==> src/verilog/dii_macros.svh <==
`ifndef DII_MACROS_SVH
`define DII_MACROS_SVH

// packet and buffer sizing.
`define DII_MAX_PKT_LEN 16
`define DII_FIFO_DEPTH 4

// debug ids on the interconnect.
`define DII_HOST_ID 10'd0
`define SCM_ID 10'd1

// system control module identification.
`define SCM_SYSTEM_ID 16'hdead
`define SCM_MOD_TYPE 16'h0001

// system control module register map.
`define SCM_ADDR_MOD_TYPE 16'h0000
`define SCM_ADDR_SYSTEM_ID 16'h0200
`define SCM_ADDR_CONTROL 16'h0203

`endif

==> src/verilog/dii_package.sv <==
`default_nettype none

package dii_package;

   // one debug interconnect flit.
   typedef struct packed {
      logic        valid;
      logic        last;
      logic [15:0] data;
   } dii_flit;

   typedef enum logic [1:0] {
      REG   = 2'd0,
      EVENT = 2'd1
   } dii_type_e;

   typedef enum logic [3:0] {
      REQ_READ       = 4'd0,
      REQ_WRITE      = 4'd1,
      RESP_READ_OK   = 4'd2,
      RESP_READ_ERR  = 4'd3,
      RESP_WRITE_OK  = 4'd4,
      RESP_WRITE_ERR = 4'd5
   } dii_subtype_e;

   typedef struct packed {
      dii_type_e    pkt_type;
      dii_subtype_e subtype;
      logic [9:0]   reserved;
   } dii_type_word_t;

   // third flit of a packet, or any payload word.
   typedef union packed {
      logic [15:0]    raw;
      dii_type_word_t type_word;
   } dii_word_t;

endpackage

`default_nettype wire

==> src/verilog/debug_system.sv <==
`timescale 1ns/1ps
`default_nettype none

`include "dii_macros.svh"

module debug_system (
   input  logic        clk,
   input  logic        rst_n,
   input  logic [15:0] glip_in_data,
   input  logic        glip_in_valid,
   output logic        glip_in_ready,
   output logic [15:0] glip_out_data,
   output logic        glip_out_valid,
   input  logic        glip_out_ready,
   output logic        sys_rst,
   output logic        cpu_rst
);
   import dii_package::*;

   // request path, host interface to control module.
   dii_flit him_req;
   logic    him_req_ready;
   dii_flit scm_req;
   logic    scm_req_ready;

   // response path, control module back to host interface.
   dii_flit scm_resp;
   logic    scm_resp_ready;
   dii_flit him_resp;
   logic    him_resp_ready;

   osd_him u_him (
      .clk             (clk),
      .rst_n           (rst_n),
      .glip_in_data    (glip_in_data),
      .glip_in_valid   (glip_in_valid),
      .glip_in_ready   (glip_in_ready),
      .glip_out_data   (glip_out_data),
      .glip_out_valid  (glip_out_valid),
      .glip_out_ready  (glip_out_ready),
      .to_fifo         (him_req),
      .to_fifo_ready   (him_req_ready),
      .from_fifo       (him_resp),
      .from_fifo_ready (him_resp_ready)
   );

   dii_fifo #(.DEPTH(`DII_FIFO_DEPTH)) u_req_fifo (
      .clk       (clk),
      .rst_n     (rst_n),
      .in_flit   (him_req),
      .in_ready  (him_req_ready),
      .out_flit  (scm_req),
      .out_ready (scm_req_ready)
   );

   osd_scm u_scm (
      .clk             (clk),
      .rst_n           (rst_n),
      .debug_in        (scm_req),
      .debug_in_ready  (scm_req_ready),
      .debug_out       (scm_resp),
      .debug_out_ready (scm_resp_ready),
      .sys_rst         (sys_rst),
      .cpu_rst         (cpu_rst)
   );

   dii_fifo #(.DEPTH(`DII_FIFO_DEPTH)) u_resp_fifo (
      .clk       (clk),
      .rst_n     (rst_n),
      .in_flit   (scm_resp),
      .in_ready  (scm_resp_ready),
      .out_flit  (him_resp),
      .out_ready (him_resp_ready)
   );

endmodule

`default_nettype wire

==> src/verilog/dii_fifo.sv <==
`timescale 1ns/1ps
`default_nettype none

`include "dii_macros.svh"

module dii_fifo #(
   parameter int DEPTH = `DII_FIFO_DEPTH
) (
   input  logic                 clk,
   input  logic                 rst_n,
   input  dii_package::dii_flit in_flit,
   output logic                 in_ready,
   output dii_package::dii_flit out_flit,
   input  logic                 out_ready
);
   import dii_package::*;

   localparam int PTR_W = $clog2(DEPTH);
   localparam int CNT_W = $clog2(DEPTH + 1);

   dii_flit          mem [DEPTH];
   logic [PTR_W-1:0] wr_ptr;
   logic [PTR_W-1:0] rd_ptr;
   logic [CNT_W-1:0] count;
   logic             wr_en;
   logic             rd_en;

   assign in_ready = (count != CNT_W'(DEPTH));
   assign wr_en    = in_flit.valid && in_ready;
   assign rd_en    = out_flit.valid && out_ready;

   // head entry is visible as soon as it is counted.
   assign out_flit = '{valid: (count != '0), last: mem[rd_ptr].last, data: mem[rd_ptr].data};

   always_ff @(posedge clk or negedge rst_n) begin
      if (!rst_n) begin
         wr_ptr <= '0;
         rd_ptr <= '0;
         count  <= '0;
      end else begin
         if (wr_en) begin
            wr_ptr <= wr_ptr + 1'b1;
         end
         if (rd_en) begin
            rd_ptr <= rd_ptr + 1'b1;
         end
         case ({wr_en, rd_en})
            2'b10:   count <= count + 1'b1;
            2'b01:   count <= count - 1'b1;
            default: count <= count;
         endcase
      end
   end

   always_ff @(posedge clk) begin
      if (wr_en) begin
         mem[wr_ptr] <= in_flit;
      end
   end

   // a flit refused while full must still be offered next cycle.
   a_full_hold: assert property (@(posedge clk) disable iff (!rst_n)
      in_flit.valid && !in_ready |=> in_flit.valid && $stable(in_flit.data));

   a_ptr_match: assert property (@(posedge clk) disable iff (!rst_n)
      (count == '0 || count == CNT_W'(DEPTH)) |-> wr_ptr == rd_ptr);

endmodule

`default_nettype wire

==> src/verilog/osd_him.sv <==
`timescale 1ns/1ps
`default_nettype none

`include "dii_macros.svh"

module osd_him (
   input  logic                 clk,
   input  logic                 rst_n,
   input  logic [15:0]          glip_in_data,
   input  logic                 glip_in_valid,
   output logic                 glip_in_ready,
   output logic [15:0]          glip_out_data,
   output logic                 glip_out_valid,
   input  logic                 glip_out_ready,
   output dii_package::dii_flit to_fifo,
   input  logic                 to_fifo_ready,
   input  dii_package::dii_flit from_fifo,
   output logic                 from_fifo_ready
);
   localparam int PTR_W = $clog2(`DII_MAX_PKT_LEN);
   localparam int CNT_W = PTR_W + 1;

   // host to flits.
   logic [CNT_W-1:0] in_cnt;
   logic             in_accept;
   logic             to_valid;
   logic             to_last;
   logic [15:0]      to_data;

   // flits to host.
   logic [15:0]      pkt_buf [`DII_MAX_PKT_LEN];
   logic [CNT_W-1:0] wr_cnt;
   logic [CNT_W-1:0] rd_idx;
   logic             sending;
   logic [15:0]      out_data;
   logic             flit_accept;
   logic             word_accept;

   // a length word is always taken, a flit word only when the output slot frees up.
   assign glip_in_ready = (in_cnt == '0) || !to_valid || to_fifo_ready;
   assign in_accept     = glip_in_valid && glip_in_ready;
   assign to_fifo       = '{valid: to_valid, last: to_last, data: to_data};

   always_ff @(posedge clk or negedge rst_n) begin
      if (!rst_n) begin
         in_cnt   <= '0;
         to_valid <= 1'b0;
         to_last  <= 1'b0;
      end else begin
         if (to_valid && to_fifo_ready) begin
            to_valid <= 1'b0;
            to_last  <= 1'b0;
         end
         if (in_accept) begin
            if (in_cnt == '0) begin
               in_cnt <= glip_in_data[CNT_W-1:0];
            end else begin
               in_cnt   <= in_cnt - 1'b1;
               to_valid <= 1'b1;
               to_last  <= (in_cnt == CNT_W'(1));
            end
         end
      end
   end

   always_ff @(posedge clk) begin
      if (in_accept && in_cnt != '0) begin
         to_data <= glip_in_data;
      end
   end

   assign from_fifo_ready = !sending;
   assign flit_accept     = from_fifo.valid && from_fifo_ready;
   assign word_accept     = sending && glip_out_ready;
   assign glip_out_valid  = sending;
   assign glip_out_data   = out_data;

   // rd_idx counts words already sent after the length word.
   always_ff @(posedge clk or negedge rst_n) begin
      if (!rst_n) begin
         wr_cnt  <= '0;
         rd_idx  <= '0;
         sending <= 1'b0;
      end else if (!sending) begin
         if (flit_accept) begin
            wr_cnt <= wr_cnt + 1'b1;
            if (from_fifo.last) begin
               sending <= 1'b1;
               rd_idx  <= '0;
            end
         end
      end else if (word_accept) begin
         if (rd_idx == wr_cnt) begin
            sending <= 1'b0;
            wr_cnt  <= '0;
         end else begin
            rd_idx <= rd_idx + 1'b1;
         end
      end
   end

   always_ff @(posedge clk) begin
      if (flit_accept) begin
         pkt_buf[wr_cnt[PTR_W-1:0]] <= from_fifo.data;
      end
      if (flit_accept && from_fifo.last) begin
         out_data <= 16'(wr_cnt + 1'b1);
      end else if (word_accept && rd_idx != wr_cnt) begin
         out_data <= pkt_buf[rd_idx[PTR_W-1:0]];
      end
   end

   a_len_range: assert property (@(posedge clk) disable iff (!rst_n)
      in_accept && in_cnt == '0 |->
         glip_in_data != '0 && glip_in_data <= `DII_MAX_PKT_LEN);

   a_buf_no_overflow: assert property (@(posedge clk) disable iff (!rst_n)
      flit_accept && !from_fifo.last |-> wr_cnt < CNT_W'(`DII_MAX_PKT_LEN - 1));

endmodule

`default_nettype wire

==> src/verilog/osd_scm.sv <==
`timescale 1ns/1ps
`default_nettype none

`include "dii_macros.svh"

module osd_scm (
   input  logic                 clk,
   input  logic                 rst_n,
   input  dii_package::dii_flit debug_in,
   output logic                 debug_in_ready,
   output dii_package::dii_flit debug_out,
   input  logic                 debug_out_ready,
   output logic                 sys_rst,
   output logic                 cpu_rst
);
   import dii_package::*;

   typedef enum logic [2:0] {
      S_DEST, S_SRC, S_TYPE, S_ADDR, S_DATA, S_DROP, S_EXEC, S_RESP
   } state_e;

   state_e      state;
   logic        in_accept;
   dii_word_t   in_word;
   logic [15:0] dest_q;
   logic [15:0] src_q;
   dii_word_t   type_q;
   logic [15:0] addr_q;
   logic [15:0] wdata_q;
   logic        is_read;
   dii_word_t   resp_type;
   logic [15:0] resp_data;
   logic [1:0]  resp_idx;
   logic        out_valid;
   logic        out_last;
   logic [15:0] out_data;
   logic        out_accept;

   assign debug_in_ready = (state != S_EXEC) && (state != S_RESP);
   assign in_accept      = debug_in.valid && debug_in_ready;
   assign in_word.raw    = debug_in.data;
   assign is_read        = (type_q.type_word.subtype == REQ_READ);
   assign out_accept     = out_valid && debug_out_ready;
   assign debug_out      = '{valid: out_valid, last: out_last, data: out_data};

   always_comb begin
      resp_type.raw                = '0;
      resp_type.type_word.pkt_type = REG;
      resp_data                    = '0;
      if (is_read) begin
         resp_type.type_word.subtype = RESP_READ_OK;
         case (addr_q)
            `SCM_ADDR_MOD_TYPE:  resp_data = `SCM_MOD_TYPE;
            `SCM_ADDR_SYSTEM_ID: resp_data = `SCM_SYSTEM_ID;
            `SCM_ADDR_CONTROL:   resp_data = {14'b0, cpu_rst, sys_rst};
            default:             resp_type.type_word.subtype = RESP_READ_ERR;
         endcase
      end else if (addr_q == `SCM_ADDR_CONTROL) begin
         resp_type.type_word.subtype = RESP_WRITE_OK;
      end else begin
         resp_type.type_word.subtype = RESP_WRITE_ERR;
      end
   end

   always_ff @(posedge clk or negedge rst_n) begin
      if (!rst_n) begin
         state     <= S_DEST;
         sys_rst   <= 1'b0;
         cpu_rst   <= 1'b0;
         out_valid <= 1'b0;
         out_last  <= 1'b0;
         resp_idx  <= '0;
      end else begin
         case (state)
            S_DEST: if (in_accept && !debug_in.last) state <= S_SRC;
            S_SRC:  if (in_accept) state <= debug_in.last ? S_DEST : S_TYPE;
            S_TYPE: if (in_accept) begin
               if (debug_in.last) begin
                  state <= S_DEST;
               end else if (dest_q[9:0] != `SCM_ID ||
                            in_word.type_word.pkt_type != REG ||
                            (in_word.type_word.subtype != REQ_READ &&
                             in_word.type_word.subtype != REQ_WRITE)) begin
                  state <= S_DROP;
               end else begin
                  state <= S_ADDR;
               end
            end
            // a read ends at the address, a write one flit later.
            S_ADDR: if (in_accept) begin
               if (!debug_in.last) state <= S_DATA;
               else state <= is_read ? S_EXEC : S_DEST;
            end
            S_DATA: if (in_accept) begin
               if (!debug_in.last) state <= S_DROP;
               else state <= is_read ? S_DEST : S_EXEC;
            end
            S_DROP: if (in_accept && debug_in.last) state <= S_DEST;
            S_EXEC: begin
               if (!is_read && addr_q == `SCM_ADDR_CONTROL) begin
                  sys_rst <= wdata_q[0];
                  cpu_rst <= wdata_q[1];
               end
               out_valid <= 1'b1;
               out_last  <= 1'b0;
               resp_idx  <= 2'd1;
               state     <= S_RESP;
            end
            S_RESP: if (out_accept) begin
               if (out_last) begin
                  out_valid <= 1'b0;
                  out_last  <= 1'b0;
                  state     <= S_DEST;
               end else begin
                  resp_idx <= resp_idx + 1'b1;
                  out_last <= (resp_idx == 2'd3) || (resp_idx == 2'd2 && !is_read);
               end
            end
            default: state <= S_DEST;
         endcase
      end
   end

   always_ff @(posedge clk) begin
      if (in_accept) begin
         case (state)
            S_DEST:  dest_q <= debug_in.data;
            S_SRC:   src_q <= debug_in.data;
            S_TYPE:  type_q <= in_word;
            S_ADDR:  addr_q <= debug_in.data;
            S_DATA:  wdata_q <= debug_in.data;
            default: ;
         endcase
      end
      // response goes back to the requester.
      if (state == S_EXEC) begin
         out_data <= src_q;
      end else if (out_accept && !out_last) begin
         case (resp_idx)
            2'd1:    out_data <= {6'b0, `SCM_ID};
            2'd2:    out_data <= resp_type.raw;
            default: out_data <= resp_data;
         endcase
      end
   end

   a_last_with_valid: assert property (@(posedge clk) disable iff (!rst_n)
      debug_out.last |-> debug_out.valid);

endmodule

`default_nettype wire
==> config.mk <==
export PLATFORM = sky130hd
export DESIGN_NAME = debug_system
export DESIGN_NICKNAME = d
export VERILOG_FILES = /design/src/verilog/dii_package.sv /design/src/verilog/debug_system.sv /design/src/verilog/dii_fifo.sv /design/src/verilog/osd_him.sv /design/src/verilog/osd_scm.sv
export VERILOG_INCLUDE_DIRS = /design/src /design/src/verilog
export SDC_FILE = /design/constraint.sdc
export NUM_CORES = 1
export LEC_CHECK = 0
export ABC_CLOCK_PERIOD_IN_PS = 2700
export BUFFER_PORTS_ARGS = -buffer_cell sky130_fd_sc_hd__clkbuf_2
export CELL_PAD_IN_SITES_DETAIL_PLACEMENT = 0
export CELL_PAD_IN_SITES_GLOBAL_PLACEMENT = 1
export CORE_UTILIZATION = 50
export CTS_CLUSTER_DIAMETER = 150
export DETAILED_ROUTE_END_ITERATION = 10
export GPL_TIMING_DRIVEN = 1
export PLACE_DENSITY_LB_ADDON = 0.1
export SLEW_MARGIN = 40
export SYNTH_ARGS = -nofsm -noshare
export SYNTH_HDL_FRONTEND = slang
export SYNTH_SLANG_ARGS = --single-unit
==> constraint.sdc <==
create_clock -name clk -period 2.7 [get_ports clk]
set_input_delay 0 -clock clk [delete_from_list [all_inputs] [get_ports clk]]
set_output_delay 0 -clock clk [all_outputs]
set_load 0.01 [all_outputs]
Yosys cells after proc, flatten, opt, wreduce, memory -nomap -nowiden --
Memories as Yosys holds them, arrays and structs flattened. Cells that the tools add are included.
Word-level totals: bits of input ports 20, memories 3, word-level logic and storage cells 198, output and inout port bits 20, register bits 147, memory bits (writable) 400
Cells by class: $add $sub $neg 13, reduce and logical (&&, ||, !) cells 55, mux-type cells 64, eq/ne operators 37
Memory list:
- u_him.pkt_buf | words 16, width 16, rd ports 1, clocked after Yosys merged registers in 0, wr ports 1, line osd_him.sv:31 | logic [15:0] pkt_buf [`DII_MAX_PKT_LEN];
- u_req_fifo.mem | words 4, width 18, rd ports 1, clocked after Yosys merged registers in 0, wr ports 1, line dii_fifo.sv:21 | dii_flit mem [DEPTH];
- u_resp_fifo.mem | words 4, width 18, rd ports 1, clocked after Yosys merged registers in 0, wr ports 1, line dii_fifo.sv:21
Operators with widths (count):
- $mux 16 | 5
- $mux 5 | 10
- $pmux 16 s3 | 1
- $mux 3 | 14
- $eq 16x10->1 const B | 2
- $pmux 16 s2 | 1
- $pmux 3 s8 | 1
- $mux 1 | 23
- $logic_and 1x1->1 | 16
- $logic_not 16->1 | 1
- $ne 2x2->1 const B | 8
- $reduce_bool 2->1 | 8
- $reduce_and 2->1 | 7
- $eq 3x3->1 const B | 4
- $ne 3x3->1 const B | 4
- $pmux 3 s2 | 2
- $add 2x1->2 const B | 5
- $add 5x1->5 const B | 2
- $ne 10x1->1 const B | 1
- $reduce_and 3->1 | 3
- $eq 2x2->1 const B | 4
- $ne 2x1->1 const B | 4
- $reduce_and 8->1 | 1
- $add 3x1->3 const B | 2
- 24 further kinds | 40

Logic depth before layout (Yosys ltp) --
An unclocked memory read counts as a cell.
depth in word-level cells 8, mapped depth 10, mapped depth without buffers 10

Cells and area by module --
Synthesis repeated with hierarchy kept, for this count alone.
Unflattened totals: cells, all modules 1066, area total of the unflattened synthesis 20818.7 µm²
By module, submodules not included:
- osd_him | area an instance 12155.4 µm², sequential area each 9098.7 µm², cells each 614, instances 1
- dii_fifo | area an instance 2882.8 µm², sequential area each 2217.1 µm², cells each 126, instances 2
- osd_scm | area an instance 2897.8 µm², sequential area each 2147.1 µm², cells each 200, instances 1

Least setup slack after synthesis --
Ideal clock, no wire load.
path kind register to register, start reg u_him.sending, in the netlist u_him.glip_out_valid, end mem u_him.pkt_buf[1][0] (enable), cell stages (with the launch flop) 6, data required time 2.291 ns, path slack -0.165 ns, clock period less this slack 2.865 ns, data arrival time 2.456 ns, buffers on the path 2, library setup time 0.409 ns, cell sequence dfrtp_1 -> clkbuf_1 -> nor2_1 -> clkbuf_1 -> nand2_1 -> nor3_1
Between the ends: longest elaborated chain between the ends 4
Ends and longest elaborated chain:
- start: declaration | line osd_him.sv:34 | logic sending;
- start signal: assignment | line osd_him.sv:83 | sending <= 1'b0;
- start signal: assignment | line osd_him.sv:88 | sending <= 1'b1;
- start signal: assignment | line osd_him.sv:94 | sending <= 1'b0;
- $logic_not 1->1 | line osd_him.sv:72 | assign from_fifo_ready = !sending;
- $logic_and 1x1->1 | line osd_him.sv:73 | assign flit_accept = from_fifo.valid && from_fifo_ready;
- via u_him.flit_accept | line osd_him.sv:36 | logic flit_accept;
- $mux 1 | line osd_him.sv:103 | if (flit_accept) begin
- $mux 1 (implied by the code) | line osd_him.sv:104 | pkt_buf[wr_cnt[PTR_W-1:0]] <= from_fifo.data;
- end: declaration | line osd_him.sv:31
The timed path passes the listed nets, and every way through them passes these cells.

Final worst setup path --
start reg u_resp_fifo.count[1], end reg u_resp_fifo.count[2]
Between the ends: longest elaborated chain between the ends 4, elaborated cells on any way between the ends 10, those cells by class 2 x add/sub; 3 x eq/ne; 1 x mux; 4 x reduce/logical
Ends and longest elaborated chain:
- start: declaration | line dii_fifo.sv:24 | logic [CNT_W-1:0] count;
- start signal: assignment | line dii_fifo.sv:48 | 2'b10: count <= count + 1'b1;
- start signal: assignment | line dii_fifo.sv:49 | 2'b01: count <= count - 1'b1;
- start signal: assignment | line dii_fifo.sv:50 | default: count <= count;
- $ne 3x3->1 or $reduce_bool 3->1 (tied branches) | line dii_fifo.sv:28, dii_fifo.sv:33
- $logic_and 1x1->1, on equally long branches | line dii_fifo.sv:29, dii_fifo.sv:30
- $eq 2x1->1 or $eq 2x2->1 (tied branches) | line dii_fifo.sv:47 | case ({wr_en, rd_en})
- $pmux 3 s2 or $reduce_bool 2->1 (tied branches)
Several ways; a longest one is shown, not always the timed one. A chain may end at the register's enable or synchronous reset.

==> parameters.txt <==
Parameter                              Value

STA
  Setup-violating endpoint count in the final report ... 0
  Post-route minimum period ... 2.48 ns
  Number of pins with negative max-slew slack in the final report ... 0
  Final-layout worst hold slack ... 0.117 ns
  Portion of the clock cycle consumed by the worst path in the final layout ... 91.8%
  Achievable Freq ... 404 MHz
  Total count of hold-check failures in the final report ... 0
  Setup Skew ... 0.00801 ns
  Slew of the pin with the lowest slew margin ... 0.652 ns
  Setup total negative slack ... 0 ns
  Remaining max-slew budget at the tightest pin ... 56.5%
  Unrepaired setup endpoints after global routing ... false

Global routing
  Wire length of the first global-routing pass ... 61.3 mm
  Via count of the first global-routing pass ... 10236
  GRT Util Overall ... 19.9%
  Residual overflow from global routing ... 0
  Initial antenna violation count ... 0
  Pin count of the biggest net entering global routing ... 47

Floorplanning
  Width of the die ... 204 um
  Die span in y ... 204 um
  Row count ... 73
  Total Die Area ... 41600 um2
  Initial Util ... 51.0%
  Placeable core region ... 40000 um2
  Number of top-level pins ... 40

Routing
  Mean number of vias per cell ... 5.59
  Total via count after detailed routing ... 9607
  Remaining antenna violation count ... 0
  Sum of routed wire length over all layers ... 39.1 mm
  Number of design-rule violations left by the first detailed-router iteration ... 524
  Wire length per cell ... 22.7 um
  Drt pass-1 iters ... 4
  DRC violations left ... 0

Critical path
  Data required time of the critical path ... 3.22 ns
  Cell with the largest stage delay on the worst path ... sky130_fd_sc_hd__or3b_2
  Arr. time, crit path ... 3.00 ns
  Largest incremental delay on the critical path ... 0.54 ns
  Ordered list of cells on the worst path ... or3b_2 > and2_1 > inv_1 > ha_1 > inv_1 > fa_1 > xor2_1 > nor2_1 > xor2_1
  Endpoint type of the worst setup path ... flop
  Type of the setup path with the least slack ... reg -> reg
  CP Max Fanout ... 7
  Critical Path Source Type ... flop

Logic synthesis
  Most numerous cell in the Yosys netlist ... sky130_fd_sc_hd__edfxtp_1
  Share of the synthesized area in compound gates (AO/OA/AOI/OAI) ... 2.14%
  Distinct cell type count after synthesis ... 59
  Mean instance size in the synthesized netlist ... 20.3 um2
  Synth Flop Type ... sky130_fd_sc_hd__edfxtp_1
  Combinational family with the most area after synthesis ... multiplexers
  Count of flip-flops with a built-in enable after synthesis ... 488
  Adder-cell share of the synthesized area ... 1.48%
  Yosys warning count ... 0
  Simple-gate share of the synthesized area ... 4.31%
  Synthesized cell area ... 20400 um2
  Area leader, netlist ... sky130_fd_sc_hd__edfxtp_1
  Synth top area share ... 71.8%
  Most common library cells after synthesis ... sky130_fd_sc_hd__edfxtp_1, sky130_fd_sc_hd__mux4_2, sky130_fd_sc_hd__nand2_1
  Xor/xnor cell area share of the yosys netlist ... 0.944%
  Synthesized net count ... 1049
  Top cells by area in the synthesized netlist ... sky130_fd_sc_hd__edfxtp_1, sky130_fd_sc_hd__mux4_2, sky130_fd_sc_hd__dfrtp_1
  Seq/Total Area, Yosys ... 76.8%
  Mux share of post-synthesis cell area ... 13.1%
  Post-synthesis cell count ... 1006
  Post-synthesis register bit count ... 529
  Async set-or-reset flop fraction in the synthesized netlist ... 7.75%

Clock network
  Clk_lat worst skew ... 0.59 ns
  Max Buffers Root-to-Sink ... 3
  Count of cells resized by post-cts repair ... 0
  Clock buffers created by TritonCTS ... 54
  TritonCTS clock tree ... yes
  Htree depth ... 2
  Clk sinks ... 529
  Root buf cell ... sky130_fd_sc_hd__clkbuf_16
  Post-CTS setup buffers ... 0
  Clock transition at the register clock pins on the worst setup and hold paths after CTS ... 0.06 ns

Power
  Power Density ... 1180 nW/um2
  Peak supply drop ... 0.802 mV
  Lkg Pwr ... 8.16 nW

Job
  Max-Cap Viols ... 0

Finish
  Diode count ... 0
  Final design area excluding fillers ... 23800 um2
  Share of final-layout standard cells stronger than drive strength 1 ... 28.3%
  Final net count ... 1196
  Area grow syn2layout ... 16.8%

Placed design
  Port Buffers ... 39
  DP Area ... 21800 um2
  GP Congestion ... 0.755
  Detail Placement HPWL ... 25.5 mm

Status
  Result of the run ... finished clean

Min path
  Path class of the lowest-slack min-delay path ... in -> reg
-- registers in the layout (all words and copies together), names as in the netlist, 3 cells and up --
| register | flops |
|---|---|
| u_him.glip_out_data | 16 |
| u_scm.dest_q | 10 |
| u_him.wr_cnt | 5 |
| u_scm.state | 3 |
| u_scm.out_data | 16 |
| u_him.pkt_buf | 256 |
| u_scm.type_q | 4 |
| u_req_fifo.count | 3 |
| u_scm.src_q | 16 |
| u_him.in_cnt | 5 |
| u_req_fifo.mem | 68 |
| u_resp_fifo.count | 3 |
| u_resp_fifo.mem | 68 |
| u_him.rd_idx | 5 |
| u_him.to_data | 16 |
| u_scm.addr_q | 16 |
-- path summary, 6_finish.rpt --
kind,to,cells past startpoint,slack [ns],from
min in group asynchronous,u_him.in_cnt[4]$_DFFE_PN0N_,4,0.48,rst_n
min,u_him.to_data[6]$_DFFE_PP_,2,0.12,glip_in_data[6]
max,u_resp_fifo.count[2]$_DFFE_PN0P_,9,0.22,u_resp_fifo.count[1]$_DFFE_PN0P_
max in group asynchronous,u_him.rd_idx[0]$_DFFE_PN0P_,4,2.00,rst_n
max reg2reg,u_resp_fifo.count[2]$_DFFE_PN0P_,9,0.22,u_resp_fifo.count[1]$_DFFE_PN0P_
min reg2reg,u_scm.cpu_rst$_DFFE_PN0P_,1,0.48,u_scm.wdata_q[1]$_DFFE_PP_
-- per-layer routing --
layer / share of wire (%) / GRT usage (%)
met3: 3.7 / 3.59
met2: 54 / 35.8
met5: 0 / 0
met4: 2.3 / 5.41
met1: 40 / 24.6
-- report_power, final --
part	switching [W]	internal, W
combinational	0.00432	0.00320
clock	0.00303	0.00473
sequential	0.000805	0.0121
total	0.00815	0.0200
-- repair_timing --
item | in CTS | in global routing
hold buffers | 21 | 0
setup endpoints to repair | 0 | 0
hold endpoints to repair | 70 | 0
-- cells in the final DEF, fill, tap and decap left out, types with 21 or more instances in the layout --
cell,Yosys,final
sky130_fd_sc_hd__buf_4,1,65
sky130_fd_sc_hd__clkbuf_16,0,55
sky130_fd_sc_hd__clkbuf_2,0,38
sky130_fd_sc_hd__dfrtp_1,41,39
sky130_fd_sc_hd__edfxtp_1,488,488
sky130_fd_sc_hd__ha_1,21,21
sky130_fd_sc_hd__inv_1,23,23
sky130_fd_sc_hd__mux4_2,113,113
sky130_fd_sc_hd__nand2_1,49,49
sky130_fd_sc_hd__nor2_1,42,40
-- through the flow --
step           util (%)  std cells  power (W)  setup WS, ns
4_1_cts            59.6       1719     0.0286         0.175
2_1_floorplan         -       1006     0.0180       0.00858
3_3_place_gp       54.4       1601     0.0206         0.236
5_1_grt            59.6       1719     0.0297        0.0396
6_report           59.6       1719     0.0282         0.223
3_5_place_dp       54.4       1601     0.0208         0.208
-- logic make-up (layout without fill, tap and decap cells) --
kind of cell,count (synthesis),in the layout
and+or+nand+nor,178,178
adders and majority gates,23,23
DFF,529,529
AOI/OAI and AO/OA,68,68
muxes,123,123
buffers and inverters,63,251
xor gates and xnor gates,22,22
-- worst max-delay path: cells and delay by family (launching register included) --
kind	cells	cell delay, ns
XOR/XNOR	2	0.29
buffers and inverters	2	0.21
flip-flops	1	0.40
AND/OR/NAND/NOR	3	0.88
adder cells (fa/ha/maj)	2	0.62
-- layout make-up --
| class | instances | area, um2 |
|---|---|---|
| fillers | 2976 | 16200 |
| flip-flops and latches | 529 | 15700 |
| multi-input cells | 414 | 4540 |
| clock buffers | 70 | 1480 |
| repair buffers | 130 | 1010 |
| well taps | 525 | 657 |
| clock inverters | 27 | 382 |
| inverters | 24 | 90.1 |
Note: power is estimated with default switching activity, not from simulation.
